## config.mk

```make
export PLATFORM = sky130hd
export DESIGN_NAME = adc_frontend_top
export DESIGN_NICKNAME = d
export VERILOG_FILES = /design/src/source/adc_frontend_pkg.sv /design/src/source/adc_frontend_top.sv /design/src/source/clock_health_monitor.sv /design/src/source/adc_lane_capture.sv
export SDC_FILE = /design/constraint.sdc
export NUM_CORES = 1
export LEC_CHECK = 0
export ABC_AREA = 1
export BUFFER_PORTS_ARGS = -buffer_cell sky130_fd_sc_hd__buf_2
export CELL_PAD_IN_SITES_DETAIL_PLACEMENT = 0
export CELL_PAD_IN_SITES_GLOBAL_PLACEMENT = 1
export CORE_MARGIN = 1.5
export CORE_UTILIZATION = 38
export DETAILED_ROUTE_END_ITERATION = 6
export GPL_TIMING_DRIVEN = 1
export HOLD_SLACK_MARGIN = 0.12
export PLACE_DENSITY = 0.76
export SLEW_MARGIN = 20
export SYNTH_ARGS = -nofsm -noshare
export SYNTH_HDL_FRONTEND = slang
export SYNTH_SLANG_ARGS = --single-unit
```

## constraint.sdc

```tcl
create_clock -name clk_125_0 -period 2.3 [get_ports clk_125_0]
set_clock_uncertainty 0.2 [all_clocks]
set_input_delay 0.115 -clock clk_125_0 [delete_from_list [all_inputs] [get_ports clk_125_0]]
set_output_delay 0.115 -clock clk_125_0 [all_outputs]
set_load 0.02 [all_outputs]
```

## src/source/adc_frontend_pkg.sv

```systemverilog
package adc_frontend_pkg;

  //////////////////////////////////////////////////////////////////////////
  // adc geometry
  //////////////////////////////////////////////////////////////////////////

  // four fast channels, all on the 125 MHz clock
  localparam int num_channels = 4;

  // ddr pins per channel, one bit caught on each clock edge
  localparam int pins_per_channel = 7;

  // one full sample is both edges put together
  localparam int sample_width = 2 * pins_per_channel;

  // converted sample, two's complement
  typedef logic signed [sample_width-1:0] adc_sample_t;

  //////////////////////////////////////////////////////////////////////////
  // status and diagnostics
  //////////////////////////////////////////////////////////////////////////

  // lock-loss counter width, wraps silently
  localparam int diag_width = 32;

  // pll lock flags being watched
  localparam int num_plls = 2;

  // board led word
  localparam int led_width = 8;

  // heartbeat toggle interval in clk_125_0 cycles
  // 62.5M cycles at 125 MHz -> 0.5 s per toggle, 1 Hz blink
  localparam int default_blink_period = 62_500_000;

endpackage
```

## src/source/adc_frontend_top.sv

```systemverilog
`timescale 1ns/1ps

// fast adc front end, single clock
// four capture lanes side by side with the clock health monitor
// top combines blink and reset into the board led word

module adc_frontend_top import adc_frontend_pkg::*; #(
  parameter int blink_period_cycles = default_blink_period // heartbeat half period
)(
  input  logic                                             clk_125_0,
  input  logic                                             rstn_125_0,
  // adc ddr pins already split per edge
  input  logic [num_channels-1:0][pins_per_channel-1:0]   adc_fall_i,
  input  logic [num_channels-1:0][pins_per_channel-1:0]   adc_rise_i,
  // pll status
  input  logic [num_plls-1:0]                              pll_locked_i,
  // converted samples, one per channel
  output adc_sample_t [num_channels-1:0]                   adc_dat_o,
  // diagnostics
  output logic [diag_width-1:0]                            lock_loss_cnt_o,
  output logic [led_width-1:0]                             led_o
);

  ////////////////////////////////////////////////////////////////////////////
  // capture lanes
  ////////////////////////////////////////////////////////////////////////////

  // one identical lane per channel on its own pin slices
  for (genvar ch = 0; ch < num_channels; ch++) begin : g_lane
    adc_lane_capture u_lane (
      .clk_125_0  (clk_125_0),
      .rstn_125_0 (rstn_125_0),
      .adc_fall_i (adc_fall_i[ch]),  // even raw bits
      .adc_rise_i (adc_rise_i[ch]),  // odd raw bits
      .adc_dat_o  (adc_dat_o[ch])
    );
  end

  ////////////////////////////////////////////////////////////////////////////
  // clock health
  ////////////////////////////////////////////////////////////////////////////

  logic blink; // heartbeat shared by both led bits

  clock_health_monitor #(
    .blink_period_cycles (blink_period_cycles)
  ) u_monitor (
    .clk_125_0       (clk_125_0),
    .rstn_125_0      (rstn_125_0),
    .pll_locked_i    (pll_locked_i),
    .blink_o         (blink),
    .lock_loss_cnt_o (lock_loss_cnt_o)
  );

  ////////////////////////////////////////////////////////////////////////////
  // led word
  ////////////////////////////////////////////////////////////////////////////

  // bit 0  heartbeat
  // bit 1  reset active straight from the pin with no flop
  // bit 2  heartbeat again on the second board led
  // upper bits unused and tied low
  assign led_o = {{(led_width-3){1'b0}}, // spare leds off
                  blink,                 // led 2
                  ~rstn_125_0,           // led 1 lit while in reset
                  blink};                // led 0

  ////////////////////////////////////////////////////////////////////////////
  // checks
  ////////////////////////////////////////////////////////////////////////////

  // every lane reads zero right after a reset edge
  a_lanes_clear: assert property (
    @(posedge clk_125_0)
    ($past(rstn_125_0) == 1'b0) |-> (adc_dat_o == '0)
  ) else $error("top: samples not cleared by reset");

endmodule

```

## src/source/clock_health_monitor.sv

```systemverilog
`timescale 1ns/1ps

// clock and pll health
// heartbeat blinker so the board shows it has a running clock
// lock flags through a 2-flop synchronizer, then a lock-loss cycle counter

module clock_health_monitor import adc_frontend_pkg::*; #(
  parameter int blink_period_cycles = default_blink_period // cycles per toggle
)(
  input  logic                  clk_125_0,       // system clock
  input  logic                  rstn_125_0,      // sync, active low
  input  logic [num_plls-1:0]   pll_locked_i,    // async lock flags
  output logic                  blink_o,         // heartbeat
  output logic [diag_width-1:0] lock_loss_cnt_o  // cycles with any pll unlocked
);

  ////////////////////////////////////////////////////////////////////////////
  // heartbeat
  ////////////////////////////////////////////////////////////////////////////

  // enough bits to reach blink_period_cycles-1
  localparam int hb_width = (blink_period_cycles > 1) ? $clog2(blink_period_cycles) : 1;
  localparam logic [hb_width-1:0] hb_last = hb_width'(blink_period_cycles - 1);

  logic [hb_width-1:0] hb_cnt;    // 0 .. period-1
  logic                hb_wrap;   // counter sits on its last value

  assign hb_wrap = (hb_cnt == hb_last);

  always_ff @(posedge clk_125_0) begin
    if (!rstn_125_0) begin
      hb_cnt  <= '0;
      blink_o <= 1'b0;
    end else if (hb_wrap) begin
      hb_cnt  <= '0;
      blink_o <= ~blink_o; // toggle on the same edge as the wrap
    end else begin
      hb_cnt  <= hb_cnt + 1'b1;
    end
  end

  ////////////////////////////////////////////////////////////////////////////
  // lock flag synchronizer
  ////////////////////////////////////////////////////////////////////////////

  logic [num_plls-1:0] lock_meta_q; // first flop that may go metastable
  logic [num_plls-1:0] lock_sync_q; // second flop is safe to use
  logic                lock_lost;   // any pll reports unlocked

  // both flops start at all ones, which reads as locked
  always_ff @(posedge clk_125_0) begin
    if (!rstn_125_0) begin
      lock_meta_q <= '1;
      lock_sync_q <= '1;
    end else begin
      lock_meta_q <= pll_locked_i;
      lock_sync_q <= lock_meta_q;
    end
  end

  assign lock_lost = ~&lock_sync_q;

  ////////////////////////////////////////////////////////////////////////////
  // lock-loss counter
  ////////////////////////////////////////////////////////////////////////////

  // one count per unlocked cycle and wraps at 2**diag_width
  always_ff @(posedge clk_125_0) begin
    if (!rstn_125_0) begin
      lock_loss_cnt_o <= '0;
    end else if (lock_lost) begin
      lock_loss_cnt_o <= lock_loss_cnt_o + 1'b1;
    end
  end

  ////////////////////////////////////////////////////////////////////////////
  // checks
  ////////////////////////////////////////////////////////////////////////////

  // a period of 1 would leave the counter with nothing to count
  a_period_min: assert property (
    @(posedge clk_125_0) blink_period_cycles >= 2
  ) else $error("monitor: blink_period_cycles must be at least 2");

  // blink only moves right after the heartbeat counter hit its end
  a_blink_on_wrap: assert property (
    @(posedge clk_125_0) disable iff (!rstn_125_0)
    ($past(rstn_125_0) && (blink_o != $past(blink_o))) |-> $past(hb_wrap)
  ) else $error("monitor: blink toggled off the heartbeat wrap");

  // counter steps by at most one even at the wrap
  a_loss_step: assert property (
    @(posedge clk_125_0) disable iff (!rstn_125_0)
    $past(rstn_125_0)
      |-> ((lock_loss_cnt_o == $past(lock_loss_cnt_o)) ||
           (lock_loss_cnt_o == $past(lock_loss_cnt_o) + 1'b1))
  ) else $error("monitor: lock-loss counter stepped by more than one");

  // an unlock seen at the pins shows up in the counter two edges later
  a_loss_latency: assert property (
    @(posedge clk_125_0) disable iff (!rstn_125_0)
    ($past(rstn_125_0, 1) && $past(rstn_125_0, 2) && $past(rstn_125_0, 3) &&
     !(&$past(pll_locked_i, 3)))
      |-> (lock_loss_cnt_o == $past(lock_loss_cnt_o) + 1'b1)
  ) else $error("monitor: unlocked cycle was not counted");

endmodule

```

## src/source/adc_lane_capture.sv

```systemverilog
`timescale 1ns/1ps

// one adc channel
// pins arrive as two 7-bit halves, one per clock edge
// rebuild the 14-bit code, convert to two's complement, register twice

module adc_lane_capture import adc_frontend_pkg::*; (
  input  logic                        clk_125_0,  // adc sample clock
  input  logic                        rstn_125_0, // sync, active low
  input  logic [pins_per_channel-1:0] adc_fall_i, // bits caught on falling edge
  input  logic [pins_per_channel-1:0] adc_rise_i, // bits caught on rising edge
  output adc_sample_t                 adc_dat_o   // converted sample, 2 cycle latency
);

  ////////////////////////////////////////////////////////////////////////////
  // bit interleave
  ////////////////////////////////////////////////////////////////////////////

  logic [sample_width-1:0] adc_raw;   // code as the adc sent it
  adc_sample_t             adc_conv;  // after code conversion
  adc_sample_t             adc_dat_r; // first pipeline stage

  // falling edge carries the even bits, rising edge the odd ones
  always_comb begin
    for (int k = 0; k < pins_per_channel; k++) begin
      adc_raw[2*k]   = adc_fall_i[k];
      adc_raw[2*k+1] = adc_rise_i[k];
    end
  end

  ////////////////////////////////////////////////////////////////////////////
  // code conversion
  ////////////////////////////////////////////////////////////////////////////

  // adc delivers inverted magnitude below the msb
  // keep msb, flip the rest -> two's complement
  assign adc_conv = {adc_raw[sample_width-1], ~adc_raw[sample_width-2:0]};

  ////////////////////////////////////////////////////////////////////////////
  // two-stage pipeline
  ////////////////////////////////////////////////////////////////////////////

  // stage 1, catch the converted code
  always_ff @(posedge clk_125_0) begin
    if (!rstn_125_0) begin
      adc_dat_r <= '0;
    end else begin
      adc_dat_r <= adc_conv;
    end
  end

  // stage 2, drives the output directly
  always_ff @(posedge clk_125_0) begin
    if (!rstn_125_0) begin
      adc_dat_o <= '0;
    end else begin
      adc_dat_o <= adc_dat_r; // new sample every cycle, no stall
    end
  end

  ////////////////////////////////////////////////////////////////////////////
  // checks
  ////////////////////////////////////////////////////////////////////////////

  // sign bit comes straight from rise pin 6, two edges back
  // covers interleave order and the msb pass-through in one go
  a_sign_from_rise_msb: assert property (
    @(posedge clk_125_0) disable iff (!rstn_125_0)
    ($past(rstn_125_0, 1) && $past(rstn_125_0, 2))
      |-> (adc_dat_o[sample_width-1] == $past(adc_rise_i[pins_per_channel-1], 2))
  ) else $error("lane: sign bit does not follow rise pin %0d", pins_per_channel-1);

  // lsb is the inverted fall pin 0, same latency
  a_lsb_from_fall: assert property (
    @(posedge clk_125_0) disable iff (!rstn_125_0)
    ($past(rstn_125_0, 1) && $past(rstn_125_0, 2))
      |-> (adc_dat_o[0] == ~$past(adc_fall_i[0], 2))
  ) else $error("lane: lsb does not follow inverted fall pin 0");

endmodule

```

; ---- After elaboration in Yosys (flattened, before gate mapping)
; Index checks and enable logic that the tools add are counted.
[classes]
n_eq_ne = 1
n_addsub = 2
n_bitwise = 6
n_reduce_logical = 2
[op_table]
columns = cell, n
row1 = $not A13 Y13, 4
row2 = $add A32 B1 Y32 const B, 1
row3 = $add A26 B1 Y26 const B, 1
row4 = $eq A26 B26 Y1 const B, 1
row5 = $not A1 Y1, 2
row6 = $reduce_and A2 Y1, 1
row7 = $reduce_or A2 Y1, 1
[totals]
ff_bits = 175
out_inout_bits = 96
wordCells = 24
in_bits = 60

; ---- Longest topological paths before layout
[depth]
word_depth = 2
ltp_mapped = 9
ltp_nobuf = 9

; ---- Hierarchy
; Synthesis repeated with hierarchy kept, for this count alone.
[hier_totals]
hier_cells = 799
hier_area_um2 = 6673.9
[by_module_without_submodules]
columns = mod, seq_area_each_um2, instances, cells_per_inst, area_each_um2
row1 = adc_lane_capture, 560.5, 4, 75, 842.1
row2 = clock_health_monitor, 1261.2, 1, 490, 3245.6
row3 = adc_frontend_top, 0.0, 1, 9, 60.1

; ---- Worst setup path before layout
; Ideal clock, no wire load.
[synth_path]
kind = register to register
start = register u_monitor.lock_loss_cnt_o[0]
end = register u_monitor.lock_loss_cnt_o[28]
path_stages_with_launch = 9
arrival_time_ps = 1374
required_time_ps = 1983
setup_ps = 117
path_buffers = 0
setup_slack_ps = 608
synth_period_minus_slack_ps = 1692
cell_sequence = dfxtp_1 -> ha_1 -> nand3_1 -> nor2_4 -> nand3_1 -> nor2_2 -> nand3_1 -> nand2_1 -> nor2_1
[synth_via]
elab_chain_len = 1
[synth_lines]
columns = item, line
row1 = start: declaration, clock_health_monitor.sv:14  ; output logic [diag_width-1:0] lock_loss_cnt_o
row2 = start signal: assignment, clock_health_monitor.sv:72  ; lock_loss_cnt_o <= lock_loss_cnt_o + 1'b1;
row3 = $add A32 B1 Y32, clock_health_monitor.sv:72
; Every way passes these cells.
; A chain may end at the register's enable or synchronous reset.

; ---- Worst setup path in the final report
[layout_path]
start = input port rstn_125_0
end = output port led_o[1]
[layout_via]
elab_chain_len = 1
[layout_lines]
columns = item, line
row1 = start: declaration, adc_frontend_top.sv:11  ; input logic rstn_125_0,
row2 = $not A1 Y1 (no line), --
row3 = end: declaration, adc_frontend_top.sv:21  ; output logic [led_width-1:0] led_o
; Every way passes these cells.

==> impl_metrics.csv <==
group,metric,value,unit
outcome,status,"finished, final reports clean",
cells_and_area,area_growth,34.7,%
grt,overflow,0,
cells_and_area,nFillCells,1552,
pwr,pwr-share-seq,0.477,
clock_tree,cts.repair.resized,0,
setup_path,cpMostUsedCell,"buf_2",
sta,drv_slew,0,
clock_tree,cts_root_buf,"clkbuf_16",
grt,grt_pass1_vias,4736,
logic_synthesis,yosysWarnings,0,
logic_synthesis,syn-instance-count,789,
die,dieArea,17200,um2
die,coreArea,15900,um2
route,wire_per_inst,12.1,um
logic_synthesis,syn_area_per_cell,7.90,um2
logic_synthesis,yosysTopAreaCell,"dfxtp_1",
die,initial_utilization,0.391,
grt,grt.total_usage,0.178,
setup_path,critPathRequiredTime,1990,ps
clock_tree,cts_setup_buffers,0,
grt,grt_pass1_wl,23400,um
pwr,power_density,789,nW/um2
route,antenna_left,0,
sta,min_period_over_period,0.902,
sta,worstMarginPinSlew,502,ps
setup_path,path_class,"in2out",
logic_synthesis,synth_edf_count,0,
pwr,power,6.63,mW
clock_tree,clock_sinks,175,
sta,hold_viol,0,
die,design.portCount,156,
cells_and_area,multi_input_area,2220,um2
route,drc_errors,0,
sta,grt_setup_unrepaired,"no",
setup_path,worst-path-max-fanout,27,
logic_synthesis,netlist_area,6230,um2
placed_design,io_buffers,150,
placed_design,routabilityCongestion,0.797,
setup_path,crit_path_top_delay_cell,"dlygate4sd3_1",
setup_path,cpLargestDelayFamily,"buffers and inverters",
pwr,internal-power,5.09,mW
logic_synthesis,ys_seq_area_frac,0.562,
cells_and_area,seq_area,3500,um2
logic_synthesis,synth_top_area_share,0.562,
placed_design,post-dp-hpwl,10500,um
route,drt-initial-drc-count,205,
sta,relSlewSlack,0.665,
setup_path,cp-start-kind,"input port",
route,num_vias,5235,
flow_run,maxCapViolations,0,
setup_path,worstSetupEndpointType,"output pin",
sta,fmax,0.482,GHz
pwr,p_comb_frac,0.058,
pwr,leakage,4.05,nW
pwr,swShare,0.232,
setup_path,path_cells,"dlygate4sd3_1 > buf_2 > inv_2 > buf_4 > buf_2",
clock_tree,numCtsBuffers,17,
logic_synthesis,synthFlopType,"dfxtp_1",
cells_and_area,nets,1065,
sta,setup_violations,0,
setup_path,timing.critical_path.buf_inv,5,
die,die_w,131,um
route,viasPerCell,4.25,
logic_synthesis,ys_ff_latch,175,
pwr,power.net_switching,1.54,mW
clock_tree,cts_buffer_depth,2,
sta,tns,0,ps
die,rows,46,
route,firstDrtPassIters,4,
clock_tree,cts_tree,"done",
clock_tree,htree_num_levels,4,
logic_synthesis,synthTopCellsByArea,"dfxtp_1, nand2_1, nor2_1",
logic_synthesis,yosysUniqueCellTypes,33,
logic_synthesis,yosysMostFrequentCell,"nand2_1",
clock_tree,clk_latency,430,ps
min_path,hp-class,"in2reg",
die,die_y,131,um
logic_synthesis,async_flop_share,0,
pwr,pwr-share-clk,0.466,
pwr,ir_worst_vdd,0.651,mV
cells_and_area,drive_gt1_frac,0.217,
clock_tree,clkTransAtPathRegs,70,ps
logic_synthesis,synth_commonest_cells,"nand2_1, dfxtp_1, nor2_1",
setup_path,slowest_delay,530,ps
sta,min_period,2070,ps
cells_and_area,antenna_cells,0,
setup_path,worst_ep_arrival_time,1760,ps
grt,grt_start_max_net_pins,30,
grt,antenna_found_initial,0,
route,drt-total-wl,14900,um
[repair_timing]
action,CTS,global route
hold endpoints to repair,104,0
endpoints found under the setup margin,0,0
hold buffers,59,0
[power groups by stage]
stage	Sequential [mW]	Combinational (mW)	Clock [mW]
2_1_floorplan	3.28	0.129	0
3_3_place_gp	3.23	0.302	0
3_5_place_dp	3.23	0.305	0
4_1_cts	3.16	0.386	3.15
5_1_grt	3.17	0.422	3.28
6_report	3.16	0.382	3.09
[kinds of logic after synthesis]
| family | count (synthesis) | share of synthesized area |
|---|---|---|
| AO/OA/AOI/OAI | 35 | 0.0301 |
| adder cells (fa/ha/maj) | 2 | 0.00401 |
| XOR/XNOR | 17 | 0.0239 |
| flip-flops | 175 | 0.562 |
| other | 1 | 0.000602 |
| buffers and inverters | 127 | 0.0849 |
| AND/OR/NAND/NOR | 432 | 0.294 |
[path summary, 6_finish.rpt]
kind,depth (start not counted),startpoint,slack (ps),endpoint
setup / recovery,5,rstn_125_0,230,led_o[1]
hold / removal,3,adc_fall_i[16],160,g_lane[2].u_lane.adc_dat_r[4]
setup reg to reg,8,u_monitor.hb_cnt[0],470,u_monitor.hb_cnt[13]
hold reg to reg,2,g_lane[1].u_lane.adc_dat_r[12],210,g_lane[1].u_lane.adc_dat_o[12]
[metrics by stage]
stage	std cells	hold slack, ps	area (um2)	utilization	worst slack (ps)
global route	1232	158	8400	0.527	95.5
CTS	1232	144	8400	0.527	177
detailed placement	1141	72.7	7180	0.450	494
global placement	1141	71.3	7180	0.450	541
finish	1232	163	8400	0.527	226
floorplan	793	-12.6	6250	-	608
[final cells by class]
class / instances / area share
flip-flops and latches: 175 / 0.417
well taps: 216 / 0.0322
clock buffers: 18 / 0.0523
inverters: 101 / 0.0451
multi-input cells: 491 / 0.264
clock inverters: 14 / 0.0226
repair buffers: 217 / 0.167
[sequential cells by signal, summed over array words and instances (netlist names)]
signal                     cells
u_monitor.lock_loss_cnt_o     32
u_monitor.lock_meta_q          2
u_monitor.lock_sync_q          2
u_monitor.hb_cnt              26
g_lane.u_lane.adc_dat_r       56
g_lane.u_lane.adc_dat_o       56
u_monitor.blink_o              1
[worst reg2reg max path, stage by stage, from the launching register on]
cell and delay [ps]:
dfxtp_1 360, ha_1 250, nand3_2 160, inv_2 90, nand2_1 60, nor2_2 140
nand2_2 90, nand2_4 270, nor2_1 100
[metal layers]
metal / track usage / routed length [um] / share of wire / vias up
li1: - / - / - / 2787
met1: 0.221 / 6640 / 0.44 / 2310
met2: 0.292 / 7220 / 0.48 / 117
met3: 0.0515 / 813 / 0.054 / 21
met4: 0.0679 / 271 / 0.018 / 0
met5: 0 / 0 / 0 / -
[cells in the final DEF (no fill, tap or decap), drive strengths merged, types with 4 or more instances in the layout]
cell type / count
nor3: 4
or2: 5
inv: 109
conb: 5
nand3b: 6
clkbuf: 18
buf: 158
o21ai: 8
xor2: 11
nand3: 27
dlygate4sd3: 59
a21oi: 22
nor2: 180
nand4: 11
dfxtp: 175
nand2: 197
xnor2: 6
(Power assumes the default switching activity.)
